### src/rtl/uart_macros.svh
`ifndef UART_MACROS_SVH
`define UART_MACROS_SVH

// Character width of the 8N1 frame
`define UART_DATA_W 8

// Both FIFOs share the same depth
`define UART_FIFO_DEPTH 8

// Holds a level from 0 up to the full depth
`define UART_LVL_W 4

// Baud NCO increment width
`define UART_NCO_W 16

// Wishbone bus geometry
`define UART_WB_DW 32
`define UART_WB_AW 6

`define UART_N_INTR 4

`endif

### src/rtl/uart_pkg.sv
`include "uart_macros.svh"

package uart_pkg;

  // Register byte offsets on the Wishbone bus
  typedef enum logic [5:0] {
    CTRL        = 6'h00,
    STATUS      = 6'h04,
    WDATA       = 6'h08,
    RDATA       = 6'h0C,
    FIFO_CTRL   = 6'h10,
    FIFO_STATUS = 6'h14,
    INTR_STATE  = 6'h18,
    INTR_ENABLE = 6'h1C,
    INTR_TEST   = 6'h20
  } uart_reg_e;

  // Bit positions in the interrupt registers
  typedef enum logic [1:0] {
    TX_EMPTY     = 2'd0,
    RX_WATERMARK = 2'd1,
    RX_OVERFLOW  = 2'd2,
    RX_FRAME_ERR = 2'd3
  } uart_intr_e;

  typedef logic [`UART_LVL_W-1:0] uart_lvl_t;

endpackage

### src/rtl/uart_fifo_if.sv
`timescale 1ns/1ps
`include "uart_macros.svh"

interface uart_fifo_if;
  import uart_pkg::*;

  // Write side
  logic                    wvalid;
  logic [`UART_DATA_W-1:0] wdata;
  logic                    wready;

  // Read side
  logic                    rvalid;
  logic [`UART_DATA_W-1:0] rdata;
  logic                    rready;

  // Whole-FIFO signals
  uart_lvl_t               level;
  logic                    clr;
  logic                    ovf;

  // clr is listed on both user sides but only the register block drives it
  modport writer (output wvalid, wdata, clr, input wready, level, ovf);

  modport reader (output rready, clr, input rvalid, rdata, level, ovf);

  modport fifo (
    input  wvalid, wdata, rready, clr,
    output wready, rvalid, rdata, level, ovf
  );

endinterface

### src/rtl/uart_csr.sv
`timescale 1ns/1ps
`include "uart_macros.svh"

module uart_csr (
  input  logic                    clk_i,
  input  logic                    rst_ni,
  input  logic                    wb_cyc_i,
  input  logic                    wb_stb_i,
  input  logic                    wb_we_i,
  input  logic [`UART_WB_AW-1:0]  wb_adr_i,
  input  logic [`UART_WB_DW-1:0]  wb_dat_i,
  output logic [`UART_WB_DW-1:0]  wb_dat_o,
  output logic                    wb_ack_o,
  uart_fifo_if.writer             tx_q,
  uart_fifo_if.reader             rx_q,
  input  logic                    tx_idle_i,
  input  logic                    rx_idle_i,
  input  logic                    frame_err_i,
  output logic                    tick_x16_o,
  output logic                    tx_en_o,
  output logic                    rx_en_o,
  output logic [`UART_N_INTR-1:0] irq_o
);
  import uart_pkg::*;

  logic                    ack_q;
  logic                    req;
  logic                    acc_wr;
  logic                    acc_rd;
  uart_reg_e               reg_addr;
  logic                    tx_en_q;
  logic                    rx_en_q;
  logic [`UART_NCO_W-1:0]  nco_inc_q;
  logic [`UART_NCO_W:0]    nco_sum_q;
  logic [2:0]              rxilvl_q;
  logic                    txrst_q;
  logic                    rxrst_q;
  logic [`UART_N_INTR-1:0] intr_state_q;
  logic [`UART_N_INTR-1:0] intr_enable_q;
  logic [`UART_N_INTR-1:0] intr_event;
  logic [`UART_N_INTR-1:0] intr_set;
  logic [`UART_N_INTR-1:0] intr_clr;
  uart_lvl_t               rx_thresh;

  //////////////////////////////////////////////////
  // Wishbone handshake
  //////////////////////////////////////////////////

  assign req      = wb_cyc_i & wb_stb_i;
  assign reg_addr = uart_reg_e'(wb_adr_i);
  assign wb_ack_o = ack_q;

  // Side effects only in the ack cycle
  assign acc_wr   = req & ack_q & wb_we_i;
  assign acc_rd   = req & ack_q & ~wb_we_i;

  always_ff @(posedge clk_i or negedge rst_ni) begin
    if (!rst_ni) begin
      ack_q <= 1'b0;
    end else begin
      ack_q <= req & ~ack_q;
    end
  end

  // Configuration registers
  always_ff @(posedge clk_i or negedge rst_ni) begin
    if (!rst_ni) begin
      tx_en_q       <= 1'b0;
      rx_en_q       <= 1'b0;
      nco_inc_q     <= '0;
      rxilvl_q      <= '0;
      intr_enable_q <= '0;
    end else if (acc_wr) begin
      case (reg_addr)
        CTRL: begin
          tx_en_q   <= wb_dat_i[0];
          rx_en_q   <= wb_dat_i[1];
          nco_inc_q <= wb_dat_i[31:16];
        end
        FIFO_CTRL:   rxilvl_q      <= wb_dat_i[4:2];
        INTR_ENABLE: intr_enable_q <= wb_dat_i[`UART_N_INTR-1:0];
        default: ;
      endcase
    end
  end

  // FIFO resets are single-cycle pulses
  always_ff @(posedge clk_i or negedge rst_ni) begin
    if (!rst_ni) begin
      txrst_q <= 1'b0;
      rxrst_q <= 1'b0;
    end else begin
      txrst_q <= acc_wr & (reg_addr == FIFO_CTRL) & wb_dat_i[1];
      rxrst_q <= acc_wr & (reg_addr == FIFO_CTRL) & wb_dat_i[0];
    end
  end

  assign tx_q.wvalid = acc_wr & (reg_addr == WDATA);
  assign tx_q.wdata  = wb_dat_i[`UART_DATA_W-1:0];
  assign tx_q.clr    = txrst_q;
  assign rx_q.rready = acc_rd & (reg_addr == RDATA);
  assign rx_q.clr    = rxrst_q;

  //////////////////////////////////////////////////
  // Interrupts
  //////////////////////////////////////////////////

  // Power-of-two watermark capped at the full depth
  always_comb begin
    if (rxilvl_q >= 3'd3) begin
      rx_thresh = uart_lvl_t'(`UART_FIFO_DEPTH);
    end else begin
      rx_thresh = uart_lvl_t'(1 << rxilvl_q);
    end
  end

  always_comb begin
    intr_event               = '0;
    intr_event[TX_EMPTY]     = (tx_q.level == '0);
    intr_event[RX_WATERMARK] = (rx_q.level >= rx_thresh);
    intr_event[RX_OVERFLOW]  = rx_q.ovf;
    intr_event[RX_FRAME_ERR] = frame_err_i;
  end

  assign intr_set = intr_event |
                    ((acc_wr && reg_addr == INTR_TEST) ? wb_dat_i[`UART_N_INTR-1:0] : '0);
  assign intr_clr = (acc_wr && reg_addr == INTR_STATE) ? wb_dat_i[`UART_N_INTR-1:0] : '0;

  // A live event wins over a software clear
  always_ff @(posedge clk_i or negedge rst_ni) begin
    if (!rst_ni) begin
      intr_state_q <= '0;
    end else begin
      intr_state_q <= (intr_state_q & ~intr_clr) | intr_set;
    end
  end

  assign irq_o = intr_state_q & intr_enable_q;

  // Read data mux for the ack cycle
  always_comb begin
    wb_dat_o = '0;
    case (reg_addr)
      CTRL:   wb_dat_o = {nco_inc_q, 14'b0, rx_en_q, tx_en_q};
      STATUS: begin
        wb_dat_o[3:0] = {rx_idle_i, tx_idle_i & (tx_q.level == '0), ~rx_q.rvalid, ~tx_q.wready};
      end
      RDATA: begin
        if (rx_q.rvalid) begin
          wb_dat_o[`UART_DATA_W-1:0] = rx_q.rdata;
        end
      end
      FIFO_CTRL: wb_dat_o[4:0] = {rxilvl_q, txrst_q, rxrst_q};
      FIFO_STATUS: begin
        wb_dat_o[`UART_LVL_W-1:0]  = tx_q.level;
        wb_dat_o[8 +: `UART_LVL_W] = rx_q.level;
      end
      INTR_STATE:  wb_dat_o[`UART_N_INTR-1:0] = intr_state_q;
      INTR_ENABLE: wb_dat_o[`UART_N_INTR-1:0] = intr_enable_q;
      default: ;
    endcase
  end

  // NCO whose carry out is the 16x baud tick
  always_ff @(posedge clk_i or negedge rst_ni) begin
    if (!rst_ni) begin
      nco_sum_q <= '0;
    end else if (tx_en_q | rx_en_q) begin
      nco_sum_q <= {1'b0, nco_sum_q[`UART_NCO_W-1:0]} + {1'b0, nco_inc_q};
    end else begin
      nco_sum_q <= '0;
    end
  end

  assign tick_x16_o = nco_sum_q[`UART_NCO_W];
  assign tx_en_o    = tx_en_q;
  assign rx_en_o    = rx_en_q;

endmodule

### src/rtl/uart_fifo.sv
`timescale 1ns/1ps
`include "uart_macros.svh"

module uart_fifo (
  input  logic      clk_i,
  input  logic      rst_ni,
  uart_fifo_if.fifo f
);
  import uart_pkg::*;

  logic [`UART_DATA_W-1:0]             mem_q [`UART_FIFO_DEPTH];
  logic [$clog2(`UART_FIFO_DEPTH)-1:0] wptr_q;
  logic [$clog2(`UART_FIFO_DEPTH)-1:0] rptr_q;
  uart_lvl_t                           lvl_q;
  logic                                do_wr;
  logic                                do_rd;

  assign f.wready = (lvl_q != uart_lvl_t'(`UART_FIFO_DEPTH));
  assign f.rvalid = (lvl_q != '0);
  assign f.level  = lvl_q;

  // Head of the queue is always visible
  assign f.rdata  = mem_q[rptr_q];

  // Write attempt while full is dropped and reported
  assign f.ovf    = f.wvalid & ~f.wready;

  assign do_wr    = f.wvalid & f.wready;
  assign do_rd    = f.rready & f.rvalid;

  // Byte storage
  always_ff @(posedge clk_i) begin
    if (do_wr) begin
      mem_q[wptr_q] <= f.wdata;
    end
  end

  // Pointers wrap on their own since the depth is a power of two
  always_ff @(posedge clk_i or negedge rst_ni) begin
    if (!rst_ni) begin
      wptr_q <= '0;
      rptr_q <= '0;
      lvl_q  <= '0;
    end else if (f.clr) begin
      wptr_q <= '0;
      rptr_q <= '0;
      lvl_q  <= '0;
    end else begin
      if (do_wr) begin
        wptr_q <= wptr_q + 1'b1;
      end
      if (do_rd) begin
        rptr_q <= rptr_q + 1'b1;
      end
      case ({do_wr, do_rd})
        2'b10:   lvl_q <= lvl_q + 1'b1;
        2'b01:   lvl_q <= lvl_q - 1'b1;
        default: lvl_q <= lvl_q;
      endcase
    end
  end

endmodule

### src/rtl/uart_rx.sv
`timescale 1ns/1ps
`include "uart_macros.svh"

module uart_rx (
  input  logic        clk_i,
  input  logic        rst_ni,
  input  logic        rx_en_i,
  input  logic        tick_x16_i,
  input  logic        rx_i,
  uart_fifo_if.writer q,
  output logic        idle_o,
  output logic        frame_err_o
);

  logic                    rx_s1_q;
  logic                    rx_s2_q;
  logic                    rx_prev_q;
  logic                    start_edge;
  logic                    busy_q;
  logic [3:0]              tick_cnt_q;
  logic [3:0]              bit_cnt_q;
  logic [`UART_DATA_W-1:0] shreg_q;
  logic                    wvalid_q;
  logic                    frame_err_q;

  //////////////////////////////////////////////////
  // Input synchronizer
  //////////////////////////////////////////////////

  always_ff @(posedge clk_i or negedge rst_ni) begin
    if (!rst_ni) begin
      rx_s1_q   <= 1'b1;
      rx_s2_q   <= 1'b1;
      rx_prev_q <= 1'b1;
    end else begin
      rx_s1_q   <= rx_i;
      rx_s2_q   <= rx_s1_q;
      rx_prev_q <= rx_s2_q;
    end
  end

  assign start_edge = rx_prev_q & ~rx_s2_q;

  // Bit 0 is the start bit, data follows, then the stop bit
  always_ff @(posedge clk_i or negedge rst_ni) begin
    if (!rst_ni) begin
      busy_q      <= 1'b0;
      tick_cnt_q  <= '0;
      bit_cnt_q   <= '0;
      wvalid_q    <= 1'b0;
      frame_err_q <= 1'b0;
    end else begin
      wvalid_q    <= 1'b0;
      frame_err_q <= 1'b0;
      if (!rx_en_i) begin
        busy_q <= 1'b0;
      end else if (!busy_q) begin
        if (start_edge) begin
          busy_q     <= 1'b1;
          tick_cnt_q <= '0;
          bit_cnt_q  <= '0;
        end
      end else if (tick_x16_i) begin
        tick_cnt_q <= tick_cnt_q + 1'b1;
        if (bit_cnt_q == '0) begin
          // A high line in the middle of the start bit is a glitch
          if (tick_cnt_q == 4'd7) begin
            tick_cnt_q <= '0;
            if (rx_s2_q) begin
              busy_q <= 1'b0;
            end else begin
              bit_cnt_q <= 4'd1;
            end
          end
        end else if (tick_cnt_q == 4'd15) begin
          bit_cnt_q <= bit_cnt_q + 1'b1;
          if (bit_cnt_q == 4'(`UART_DATA_W + 1)) begin
            busy_q      <= 1'b0;
            wvalid_q    <= rx_s2_q;
            frame_err_q <= ~rx_s2_q;
          end
        end
      end
    end
  end

  // Data shifts in LSB first
  always_ff @(posedge clk_i) begin
    if (busy_q && tick_x16_i && tick_cnt_q == 4'd15 && bit_cnt_q != '0 &&
        bit_cnt_q <= 4'(`UART_DATA_W)) begin
      shreg_q <= {rx_s2_q, shreg_q[`UART_DATA_W-1:1]};
    end
  end

  assign q.wvalid    = wvalid_q;
  assign q.wdata     = shreg_q;
  assign frame_err_o = frame_err_q;
  assign idle_o      = ~busy_q;

endmodule

### src/rtl/uart_top.sv
`timescale 1ns/1ps
`include "uart_macros.svh"

module uart_top (
  input  logic                    clk_i,
  input  logic                    rst_ni,
  input  logic                    wb_cyc_i,
  input  logic                    wb_stb_i,
  input  logic                    wb_we_i,
  input  logic [`UART_WB_AW-1:0]  wb_adr_i,
  input  logic [`UART_WB_DW-1:0]  wb_dat_i,
  output logic [`UART_WB_DW-1:0]  wb_dat_o,
  output logic                    wb_ack_o,
  input  logic                    rx_i,
  output logic                    tx_o,
  output logic [`UART_N_INTR-1:0] irq_o
);

  logic tick_x16;
  logic tx_en;
  logic rx_en;
  logic tx_idle;
  logic rx_idle;
  logic frame_err;

  uart_fifo_if tx_fifo_if ();
  uart_fifo_if rx_fifo_if ();

  // Registers, interrupts and baud tick
  uart_csr u_csr (
    .clk_i       (clk_i),
    .rst_ni      (rst_ni),
    .wb_cyc_i    (wb_cyc_i),
    .wb_stb_i    (wb_stb_i),
    .wb_we_i     (wb_we_i),
    .wb_adr_i    (wb_adr_i),
    .wb_dat_i    (wb_dat_i),
    .wb_dat_o    (wb_dat_o),
    .wb_ack_o    (wb_ack_o),
    .tx_q        (tx_fifo_if.writer),
    .rx_q        (rx_fifo_if.reader),
    .tx_idle_i   (tx_idle),
    .rx_idle_i   (rx_idle),
    .frame_err_i (frame_err),
    .tick_x16_o  (tick_x16),
    .tx_en_o     (tx_en),
    .rx_en_o     (rx_en),
    .irq_o       (irq_o)
  );

  uart_fifo u_tx_fifo (
    .clk_i  (clk_i),
    .rst_ni (rst_ni),
    .f      (tx_fifo_if.fifo)
  );

  uart_fifo u_rx_fifo (
    .clk_i  (clk_i),
    .rst_ni (rst_ni),
    .f      (rx_fifo_if.fifo)
  );

  uart_tx u_tx (
    .clk_i      (clk_i),
    .rst_ni     (rst_ni),
    .tx_en_i    (tx_en),
    .tick_x16_i (tick_x16),
    .q          (tx_fifo_if.reader),
    .idle_o     (tx_idle),
    .tx_o       (tx_o)
  );

  uart_rx u_rx (
    .clk_i       (clk_i),
    .rst_ni      (rst_ni),
    .rx_en_i     (rx_en),
    .tick_x16_i  (tick_x16),
    .rx_i        (rx_i),
    .q           (rx_fifo_if.writer),
    .idle_o      (rx_idle),
    .frame_err_o (frame_err)
  );

endmodule

### src/rtl/uart_tx.sv
`timescale 1ns/1ps
`include "uart_macros.svh"

module uart_tx (
  input  logic        clk_i,
  input  logic        rst_ni,
  input  logic        tx_en_i,
  input  logic        tick_x16_i,
  uart_fifo_if.reader q,
  output logic        idle_o,
  output logic        tx_o
);

  logic                    busy_q;
  logic [`UART_DATA_W+1:0] frame_q;
  logic [3:0]              tick_cnt_q;
  logic [3:0]              bit_cnt_q;
  logic                    tx_q;
  logic                    load;

  // Take a new byte only between frames
  assign load    = ~busy_q & tx_en_i & q.rvalid;
  assign q.rready = load;

  //////////////////////////////////////////////////
  // Frame shifter
  //////////////////////////////////////////////////

  always_ff @(posedge clk_i or negedge rst_ni) begin
    if (!rst_ni) begin
      busy_q     <= 1'b0;
      tick_cnt_q <= '0;
      bit_cnt_q  <= '0;
    end else if (load) begin
      busy_q     <= 1'b1;
      tick_cnt_q <= '0;
      bit_cnt_q  <= '0;
    end else if (busy_q && tick_x16_i) begin
      tick_cnt_q <= tick_cnt_q + 1'b1;
      if (tick_cnt_q == 4'd15) begin
        bit_cnt_q <= bit_cnt_q + 1'b1;
        // Stop bit done
        if (bit_cnt_q == 4'(`UART_DATA_W + 1)) begin
          busy_q <= 1'b0;
        end
      end
    end
  end

  // Stop, data LSB first, start
  always_ff @(posedge clk_i) begin
    if (load) begin
      frame_q <= {1'b1, q.rdata, 1'b0};
    end else if (busy_q && tick_x16_i && tick_cnt_q == 4'd15) begin
      frame_q <= {1'b1, frame_q[`UART_DATA_W+1:1]};
    end
  end

  // Line idles high
  always_ff @(posedge clk_i or negedge rst_ni) begin
    if (!rst_ni) begin
      tx_q <= 1'b1;
    end else begin
      tx_q <= busy_q ? frame_q[0] : 1'b1;
    end
  end

  assign tx_o   = tx_q;
  assign idle_o = ~busy_q;

endmodule

### config.mk
export PLATFORM = sky130hd
export DESIGN_NAME = uart_top
export DESIGN_NICKNAME = d
export VERILOG_FILES = /design/src/rtl/uart_pkg.sv /design/src/rtl/uart_fifo_if.sv /design/src/rtl/uart_csr.sv /design/src/rtl/uart_fifo.sv /design/src/rtl/uart_rx.sv /design/src/rtl/uart_top.sv /design/src/rtl/uart_tx.sv
export VERILOG_INCLUDE_DIRS = /design/src /design/src/rtl
export SDC_FILE = /design/constraint.sdc
export NUM_CORES = 1
export LEC_CHECK = 0
export BUFFER_PORTS_ARGS = -buffer_cell sky130_fd_sc_hd__buf_2
export CORE_MARGIN = 5
export CORE_UTILIZATION = 60
export DETAILED_ROUTE_END_ITERATION = 16
export PLACE_DENSITY = 0.8
export SETUP_SLACK_MARGIN = 0.15
export SYNTH_ARGS = -nofsm -noshare
export SYNTH_HDL_FRONTEND = slang
export SYNTH_SLANG_ARGS = --single-unit
### constraint.sdc
create_clock -name clk_i -period 3.7 [get_ports clk_i]
set_clock_uncertainty 0.05 [all_clocks]
set_input_delay 0.555 -clock clk_i [delete_from_list [all_inputs] [get_ports clk_i]]
set_output_delay 0.555 -clock clk_i [all_outputs]
set_load 0.05 [all_outputs]
# Word level (Yosys, flattened, before mapping)
# Memory sizes are Yosys's and may differ from the RTL's.
# Cells that the tools add are included.
[classes] add_sub_neg=13 n_lt_le_gt_ge=3 n_eq_ne=23 shift=1 muxes=70 bitwise_logic=33 reduce_logical=32
[ops] operator="4-bit 2-to-1 mux" count=22
[ops] operator="1-bit 2-to-1 mux" count=30
[ops] operator="4-bit case mux with 7 select lines" count=1
[ops] operator="3-bit 2-to-1 mux" count=9
[ops] operator="4-bit by 1-bit adder with 4-bit output, second input constant" count=6
[ops] operator="6-bit by 5-bit == test with 1-bit output, second input constant" count=4
[ops] operator="20-bit 2-to-1 mux" count=1
[ops] operator="1-bit bitwise AND" count=19
[ops] operator="9-bit 2-to-1 mux" count=2
[ops] operator="2-bit nonzero test" count=9
[ops] operator="16-bit by 16-bit adder with 17-bit output" count=1
[ops] operator="17-bit 2-to-1 mux" count=1
[ops] operator="4-bit == test, second input constant" count=4
[ops] operator="4-bit case mux with 2 select lines" count=2
[ops] operator="3-bit by 1-bit adder with 3-bit output, second input constant" count=4
[ops] operator="6-bit by 4-bit == test with 1-bit output, second input constant" count=2
[ops] operator="4-bit nonzero test" count=3
[ops] operator="3-bit inequality test, second input constant" count=3
[ops] operator="4-bit bitwise AND" count=2
[ops] operator="1-bit logical AND" count=8
[ops] operator="4-bit zero test" count=2
[ops] operator="8-bit 2-to-1 mux" count=1
[ops] operator="4-bit inequality test, second input constant" count=2
[ops] operator="1-bit NOT" count=8
[ops] operator="20 further kinds" count=29
[totals] ff_bits=110 mem_bits_rw=128 inputBits=44 out_inout_bits=38 wordCells=208 n_memories=2
[memory_table] memory="u_rx_fifo.mem_q" depth=8 width=8 read_ports=1 rd_clocked_by_memory_dff=0 write_ports=1 line="uart_fifo.sv:11" source="logic [`UART_DATA_W-1:0] mem_q [`UART_FIFO_DEPTH];"
[memory_table] memory="u_tx_fifo.mem_q" depth=8 width=8 read_ports=1 rd_clocked_by_memory_dff=0 write_ports=1 line="uart_fifo.sv:11"

# Logic depth before layout (Yosys ltp)
# Gate-level depths: netlist (run 1).
[logic_depth] word_depth=8 ltp_mapped=10 ltp_nobuf=9

# Worst setup path before layout (run 1)
# No wires, ideal clock.
[synth_timing] path_type="input to output" start="input port wb_adr_i[5]" end="output port wb_dat_o[0]" t_arrival_ns=2.854 required_time_ns=3.095 path_slack_ns=0.241 path_stages=5 n_path_buf=2 path_cell_list="or4_4 > buf_6 > or3_1 > clkbuf_1 > o21ai_0"
[synth_via] elab_chain_len=2 elab_cells_between_ends=8 classes_between="eq/ne: 6; mux: 1; reduce/logical: 1"
[synth_rtl] element="from (decl)" line="uart_top.sv:10" source="input logic [`UART_WB_AW-1:0] wb_adr_i,"
[synth_rtl] element="6-bit by 5-bit == test with 1-bit output, or another cell as far along" line="uart_csr.sv:143" source="case (reg_addr)"
[synth_rtl] element="4-bit case mux with 7 select lines (*)" line="uart_csr.sv:143"
[synth_rtl] element="to (decl)" line="uart_top.sv:12" source="output logic [`UART_WB_DW-1:0] wb_dat_o,"
# Every way passes the cells marked *; elsewhere a longest branch is shown, timed or not.

# Final worst setup path (run 1)
[layout_timing] start="input port wb_adr_i[5]" end="output port wb_dat_o[2]"
# Same word-level chain as after synthesis.

==> results.yml, run 1 <==
sta:
  final-setup-viol-count: 0
  max_slew_margin_pct: 15.4
  finalCriticalPeriod_ns: 3.25
  slew_viol_final: 0
  max_freq_mhz: 308
  fin_crit_sh_pct: 87.8
  tns_ns: 0
  rsz0062_at_grt: "no"
  hold_violations: 0
  tightest_slew_ns: 1.27
die:
  core_mm2: 0.0180
  rows: 49
  start_util_pct: 60.8
  fp.dieH_um: 145
  ios: 82
  dieArea_mm2: 0.0210
  die_w_um: 145
global_route:
  antenna_found_initial: 1
  grt_overflow: 0
  grt_first_pass_wirelength_mm: 36.1
  grt_pass1_vias: 6959
  grt_max_degree: 36
  grtUsageTotal_pct: 22.0
critical_path:
  crit_type: "input pin to output pin"
  cp.required_ns: 3.09
  worstPathArrival_ns: 2.64
  cp-start-kind: "input pin"
  critical_path.endpoint_type: "output pin"
  cp_max_fo: 8
pwr:
  vdd_drop_max_mv: 0.581
  p_leak_uw: 0.00489
  power_uw: 5730
  power_density_mw_per_mm2: 462
yosys:
  ys_ff_latch: 238
  synth_top_area_cell: "edfxtp_1"
  yosysSeqAreaShare_pct: 61.2
  syn_area_mm2: 0.0109
  synth_edf_count: 144
  ys_warn_count: 0
  ys_types: 70
  syn-instance-count: 785
  synthArstFlopShare_pct: 39.1
  yosys.area.top_type_share_pct: 39.6
  syn_area_per_cell_um2: 13.9
  ys.flop_type: "edfxtp_1"
  netlist_top_cells_area: "edfxtp_1 (40%), dfrtp_1 (20%), mux4_2 (7.4%), ha_1 (3.9%), mux2_2 (3.0%)"
clock_tree:
  htreeDepth: 1
  root_buffer: "clkbuf_16"
  clk_latency_ns: 0.52
  cts_inserted_buffers: 25
  post_cts_resized: 0
  clkTransAtPathRegs_ns: 0.05
  cts.sink_count: 238
  clk_path_buf_depth: 3
  cts_tree: "built"
placement:
  port_buffers: 69
  gp_congestion: 0.883
  hpwlAfterDp_mm: 15.2
cells_and_area:
  fillers: 1192
  utilization_pct: 69.0
  drive_gt1_share_pct: 24.0
  n_antenna_cell: 0
  fin_nets: 949
  mostFrequentLayoutCell: "edfxtp_1"
  area_growth_pct: 13.6
  final_cell_mix: "edfxtp_1 (144), dfrtp_1 (89), buf_2 (68)"
min_path:
  worst_hold_path_type: "input pin to register"
status:
  status: "completed"
route:
  drc: 0
  dr.pass1.iters: 4
  drtIter0Drc: 368
  vias_per_cell: 6.04
  antenna_left: 0
  detailroute.via_count: 6751
  finalWirelength_mm: 22.4
  detail_route.wl_per_cell_um: 20.1
flow_run:
  drv_cap: 0
==> stage by stage <==
stage                     cell area, um^2  instances  hold slack [ns]  worst slack [ns]
after floorplan                     10900        788            0.209             0.241
after global placement              11600       1070            0.296             0.523
after detailed placement            11600       1070            0.299             0.498
after CTS                           12400       1117           0.0727             0.437
after global routing                12400       1117           0.0823             0.348
final                               12400       1117           0.0946             0.453
==> final cells by class <==
type / instances / area, um^2 / area share [%]
Clock buffer: 32 / 682 / 5.50
Timing Repair Buffer: 88 / 493 / 3.98
Inverter: 11 / 41.3 / 0.333
Clock inverter: 14 / 146 / 1.18
Tap cell: 229 / 287 / 2.31
Multi-Input combinational cell: 505 / 4080 / 32.9
Sequential cell: 238 / 6680 / 53.8
==> repair_timing <==
action,CTS,global route
hold buffers,1,0
endpoints found under the setup margin,0,0
setup buffers,0,0
endpoints found under the hold margin,26,0
==> layer usage <==
| metal | wire (um) | GRT usage, % | vias up |
|---|---|---|---|
| met5 | 0 | 0 | - |
| met4 | 527 | 5.89 | 0 |
| met3 | 1210 | 3.06 | 50 |
| met2 | 11600 | 38.9 | 195 |
| met1 | 9140 | 28.7 | 3377 |
| li1 | - | - | 3129 |
==> report_power, final <==
group / switching (uW) / leakage (uW) / internal (uW)
clock network: 990 / 0.000407 / 1510
registers: 79.6 / 0.00255 / 2840
logic: 153 / 0.00194 / 158
==> state kept, by name (all words and copies together) (netlist names), 3 cells and up <==
signal / count
u_csr.intr_enable_q: 4
u_csr.intr_state_q: 4
u_csr.nco_inc_q: 16
u_csr.nco_sum_q: 17
u_csr.rxilvl_q: 3
u_rx.bit_cnt_q: 4
u_rx.q.wdata: 8
u_rx.tick_cnt_q: 4
u_rx_fifo.f.level: 4
u_rx_fifo.mem_q: 64
u_rx_fifo.rptr_q: 3
u_rx_fifo.wptr_q: 3
u_tx.bit_cnt_q: 4
u_tx.frame_q: 9
u_tx.tick_cnt_q: 4
u_tx_fifo.f.level: 4
u_tx_fifo.mem_q: 64
u_tx_fifo.rptr_q: 3
u_tx_fifo.wptr_q: 3
==> path summary, 6_finish.rpt <==
| path | startpoint | to | slack (ns) | depth (start not counted) |
|---|---|---|---|---|
| setup / recovery | wb_adr_i[5] | wb_dat_o[2] | 0.45 | 5 |
| hold / removal | rx_i | u_rx.rx_s1_q | 0.09 | 1 |
| setup reg to reg | u_tx_fifo.f.level[2] | u_tx_fifo.f.level[3] | 0.75 | 9 |
| hold reg to reg | u_rx.rx_s1_q | u_rx.rx_s2_q | 0.31 | 0 |
| max in group asynchronous | rst_ni | u_tx_fifo.wptr_q[0] | 2.37 | 3 |
| min in group asynchronous | rst_ni | u_csr.nco_sum_q[8] | 0.44 | 2 |
==> worst max-delay path, stage by stage <==
cell,delay (ns)
buf_2,0.12
or4_4,0.63
or3_1,0.59
o21ai_0,0.40
buf_2,0.34
==> Yosys cell counts (5+ instances only) <==
cell type	instances
xnor2_1	9
edfxtp_1	144
xor2_1	9
mux4_2	36
nand4_1	7
nor3_1	23
nand2_1	54
nor2b_1	7
a211oi_1	5
a21o_1	9
mux2i_1	23
inv_1	11
nor3b_1	8
mux2_2	29
a21oi_1	24
and2_1	29
o21ai_0	35
o21a_1	6
nand2b_1	11
dfrtp_1	89
nor4_1	7
clkbuf_1	22
nor2_1	57
nor4b_1	5
nand3_1	12
ha_1	34
==> cells by family after synthesis <==
group | count (synthesis) | synth area share (%)
and+or+nand+nor | 246 | 12.0
DFF | 238 | 61.2
AOI/OAI and AO/OA | 113 | 6.76
muxes | 88 | 12.5
buffers and inverters | 45 | 1.80
adders and majority gates | 36 | 4.26
xor gates and xnor gates | 18 | 1.44
other | 1 | 0.0344
Power figures use the tool's default switching activity.
==> inputs of run 2 (changes only) <==
Settings changed: CORE_UTILIZATION 60 to 45, PLACE_DENSITY 0.8 to not set, RECOVER_POWER set to 50.
==> results.yml, run 2 (synthesized netlist as in run 1, its figures left out) <==
clock_tree:
  root_buffer: "clkbuf_16"
  cts_tree: "built"
  cts.sink_count: 238
  htreeDepth: 1
  cts_inserted_buffers: 26
  clkTransAtPathRegs_ns: 0.06
  clk_path_buf_depth: 3
  clk_latency_ns: 0.52
  post_cts_resized: 0
  post-cts-setup-buffer-count: 0
  cts_hold_buffers: 0
global_route:
  gr-usage-met3_pct: 3.00
  antenna_found_initial: 0
  busiest_layer: "met2"
  use_met2_pct: 28.4
  grtUsageMet1_pct: 22.4
  grt_first_pass_wirelength_mm: 37.5
  grt_overflow: 0
  grt_pass1_vias: 6932
  grtUsageTotal_pct: 16.6
  grt_max_degree: 86
die:
  start_util_pct: 45.3
  dieArea_mm2: 0.0275
  fp.dieH_um: 166
  core_mm2: 0.0241
  rows: 57
  ios: 82
  die_w_um: 166
cells_and_area:
  final_cell_mix: "edfxtp_1 (144), dfrtp_1 (89), buf_2 (59)"
  fin_nets: 952
  mostFrequentLayoutCell: "edfxtp_1"
  area_growth_pct: 15.1
  n_antenna_cell: 0
  reg_top3: "u_rx_fifo.mem_q (64), u_tx_fifo.mem_q (64), u_csr.nco_sum_q (17)"
  drive_gt1_share_pct: 22.8
critical_path:
  reg2reg_depth: 9
  crit_slowest_cell: "dfrtp_1"
  worstPathArrival_ns: 2.67
  cp_max_fo: 10
  cp-start-kind: "register"
  path_cells: "buf_4 -> mux4_2 -> mux2i_1 -> o21ai_0 -> buf_2"
  rrSetupSlack_ns: 0.74
  cp.required_ns: 3.09
  startpoint: "u_rx_fifo.rptr_q[0]"
  r2r-start: "u_tx_fifo.f.level[0]"
  r2r_end: "u_tx_fifo.f.level[3]"
  critPathCapture: "wb_dat_o[2]"
  critical_path.endpoint_type: "output pin"
  critPathMaxStageDelay_ns: 0.70
  crit_type: "register to output pin"
placement:
  port_buffers: 69
  hpwlAfterDp_mm: 15.6
  gp_congestion: 0.836
sta:
  tns_ns: 0
  hold_violations: 0
  fin_crit_sh_pct: 88.5
  max_slew_margin_pct: -44.9
  whs_ns: 0.0865
  max_freq_mhz: 305
  finalCriticalPeriod_ns: 3.27
  slew_viol_final: 86
  rsz0062_at_grt: "no"
  final-setup-viol-count: 0
  tightest_slew_ns: 2.17
route:
  detailroute.via_count: 6750
  dr.pass1.iters: 4
  drtIter0Drc: 292
  finalWirelength_mm: 22.9
  vias_per_cell: 5.55
  antenna_left: 0
  drc: 0
  detail_route.wl_per_cell_um: 18.9
status:
  violations: "capacitance limit, slew limit"
  status: "complete, but fails checks"
pwr:
  pwr-share-clk_pct: 45.3
  p_seq_share_pct: 49.6
  power_density_mw_per_mm2: 469
  swShare_pct: 21.0
  vdd_drop_max_mv: 0.368
  p_leak_uw: 0.00488
  internal-power_uw: 4650
  p_switching_uw: 1240
  p_comb_share_pct: 5.2
flow_run:
  drv_cap: 1
min_path:
  worst_hold_path_type: "input pin to register"
-- run 2: changes by cell type in the layout (fill, tap and decap cells not counted), sizes merged --
cell	delta
buf	-12
bufinv	+1
clkbuf	+20
clkinv	-4
clkinvlp	+1
dlygate4sd3	-1
inv	-1
-- run 2: worst min-delay path by stage --
| stage | start | end | cells past startpoint |
|---|---|---|---|
| CTS | rx_i | u_rx.rx_s1_q | 1 |
| global route | rx_i | u_rx.rx_s1_q | 1 |
| floorplan | rst_ni | u_csr.intr_enable_q[0] | 0 |
| finish | rx_i | u_rx.rx_s1_q | 1 |
| global placement | u_rx.rx_s1_q | u_rx.rx_s2_q | 0 |
| detailed placement | u_rx.rx_s1_q | u_rx.rx_s2_q | 0 |
-- run 2: metrics by stage --
| step | instances | utilization, % | total power (uW) | setup slack, ns | instance area [um^2] |
|---|---|---|---|---|---|
| after floorplan | 788 | - | 3170 | 0.241 | 10900 |
| after global placement | 1168 | 48.6 | 3270 | 0.597 | 11700 |
| after detailed placement | 1168 | 48.6 | 3280 | 0.553 | 11700 |
| after CTS | 1216 | 52.3 | 5970 | 0.351 | 12600 |
| after global routing | 1216 | 52.1 | 6110 | 0.229 | 12600 |
| final | 1216 | 52.1 | 5890 | 0.426 | 12600 |
-- run 2: metal layers --
metal / wire length (um) / part of all wire [%] / up-vias
met4: 401 / 1.7 / 0
li1: - / - / 3138
met1: 10100 / 44 / 3458
met2: 11500 / 50 / 119
met5: 0 / 0 / -
met3: 963 / 4.2 / 35
-- run 2: critical path, delay by kind of cell (launching register included) --
kind,cells,cell delay [ns]
buf+inv,2,0.58
mux,2,0.75
compound gates,1,0.11
flops,1,0.70
-- run 2: area by class of cell --
| class | count | area, um^2 |
|---|---|---|
| clock buffer | 37 | 733 |
| clock inverter | 11 | 159 |
| fill | 2073 | 11500 |
| inverter | 11 | 41.3 |
| multi-input combinational | 505 | 4080 |
| sequential | 238 | 6680 |
| tap | 324 | 405 |
| timing repair buffer | 90 | 473 |
-- run 2: power by group through the flow --
| stage | registers, uW | clock network [uW] | logic, uW |
|---|---|---|---|
| 4_1_cts | 2920 | 2730 | 310 |
| 2_1_floorplan | 2930 | 0 | 235 |
| 3_3_place_gp | 2970 | 0 | 298 |
| 5_1_grt | 2930 | 2850 | 333 |
| 3_5_place_dp | 2970 | 0 | 309 |
| 6_report | 2920 | 2670 | 304 |
==> inputs of run 3 (changes only) <==
Settings changed: CORE_ASPECT_RATIO set to 0.6, SLEW_MARGIN set to 0.
==> results.yml, run 3 (synthesized netlist as in run 1, its figures left out) <==
min_path:
  min_from: "rx_i"
  worst_hold_path_type: "input pin to register"
route:
  drtIter0Drc: 483
  vias_per_cell: 5.56
  detailroute.via_count: 6725
  drc: 0
  dr.pass1.iters: 5
  finalWirelength_mm: 23.6
  detail_route.wl_per_cell_um: 19.5
  antenna_left: 0
placement:
  hpwlAfterDp_mm: 16.5
  gp_congestion: 0.875
  port_buffers: 69
clock_tree:
  htreeDepth: 1
  post-cts-setup-buffer-count: 0
  cts.sink_count: 238
  post_cts_resized: 0
  root_buffer: "clkbuf_16"
  clk_latency_ns: 0.51
  cts_hold_buffers: 0
  clkTransAtPathRegs_ns: 0.06
  cts_inserted_buffers: 23
  cts_tree: "built"
  clk_path_buf_depth: 3
sta:
  fin_crit_sh_pct: 85.4
  tns_ns: 0
  tightest_slew_ns: 1.40
  whs_ns: 0.0905
  final-setup-viol-count: 0
  slew_viol_final: 0
  max_freq_mhz: 317
  max_slew_margin_pct: 6.36
  hold_violations: 0
  finalCriticalPeriod_ns: 3.16
  rsz0062_at_grt: "no"
global_route:
  antenna_found_initial: 0
  busiest_layer: "met2"
  grt_overflow: 0
  grt_first_pass_wirelength_mm: 38.1
  grtUsageMet1_pct: 25.8
  gr-usage-met3_pct: 3.10
  grtUsageTotal_pct: 17.6
  grt_pass1_vias: 6861
  grt_max_degree: 56
  use_met2_pct: 28.1
cells_and_area:
  drive_gt1_share_pct: 22.2
  area_growth_pct: 13.4
  final_cell_mix: "edfxtp_1 (144), dfrtp_1 (89), buf_2 (58)"
  n_antenna_cell: 0
  reg_top3: "u_rx_fifo.mem_q (64), u_tx_fifo.mem_q (64), u_csr.nco_sum_q (17)"
  utilization_pct: 51.6
  fin_nets: 953
  mostFrequentLayoutCell: "edfxtp_1"
critical_path:
  cp_max_fo: 8
  r2r_end: "u_tx_fifo.f.level[3]"
  crit_type: "input pin to output pin"
  cp.required_ns: 3.09
  r2r-start: "u_tx_fifo.f.level[0]"
  critPathCapture: "wb_dat_o[3]"
  cp-start-kind: "input pin"
  startpoint: "wb_adr_i[5]"
  worstPathArrival_ns: 2.55
  rrSetupSlack_ns: 0.69
  critical_path.endpoint_type: "output pin"
  reg2reg_depth: 9
die:
  die_w_um: 211
  fp.dieH_um: 131
  core_mm2: 0.0240
  ios: 82
  rows: 44
  start_util_pct: 45.5
  dieArea_mm2: 0.0276
pwr:
  power_density_mw_per_mm2: 441
  vdd_drop_max_mv: 0.255
  p_leak_uw: 0.00481
status:
  status: "completed"
flow_run:
  drv_cap: 0
-- run 3: cell types whose count changed in the layout (fill, tap and decap cells not counted), moves of 2 or more --
cell        before  now
and2_0           3    1
and2_1          27   29
buf_4           16   18
bufinv_16        4    1
clkbuf_1        22   20
clkbuf_16       27   23
clkinvlp_2       0    2
-- run 3: cell type report --
class / count / area (um^2)
inverters: 11 / 41.3
flip-flops and latches: 238 / 6680
well taps: 322 / 403
clock inverters: 11 / 80.1
clock buffers: 29 / 628
fillers: 2054 / 11600
multi-input cells: 505 / 4060
repair buffers: 94 / 494
-- run 3: through the flow --
| step | setup slack [ns] | power, uW | instance area [um^2] | std cells |
|---|---|---|---|---|
| 4_1_cts | 0.497 | 5540 | 12400 | 1210 |
| 3_5_place_dp | 0.498 | 3280 | 11700 | 1170 |
| 2_1_floorplan | 0.241 | 3170 | 10900 | 788 |
| 3_3_place_gp | 0.512 | 3270 | 11700 | 1170 |
| 6_report | 0.540 | 5460 | 12400 | 1210 |
| 5_1_grt | 0.391 | 5690 | 12400 | 1210 |
-- run 3: worst min path at each step --
stage	end	slack [ns]	cells after the start
2_1_floorplan	u_csr.intr_enable_q[0]	0.21	0
3_3_place_gp	u_rx.rx_s2_q	0.30	0
3_5_place_dp	u_rx.rx_s2_q	0.30	0
4_1_cts	u_rx.bit_cnt_q[0]	0.06	1
5_1_grt	u_rx.rx_s1_q	0.07	1
6_report	u_rx.rx_s1_q	0.09	1
-- run 3: metal layers --
layer / routed length, um / up-vias
li1: - / 3138
met1: 11300 / 3401
met2: 10800 / 152
met3: 1050 / 34
met4: 428 / 0
met5: 0 / -
-- run 3: where the power goes --
group          internal, uW  leakage [uW]  switching (uW)
Combinational           153       0.00192             162
Clock                  1270      0.000346             977
Sequential             2840       0.00254            66.2
Total                  4260       0.00481            1210
-- run 3: critical path, stage by stage --
cell and delay, ns:
clkbuf_1 0.10, or4_4 0.61, or3_1 0.60, o221ai_1 0.35, buf_2 0.33
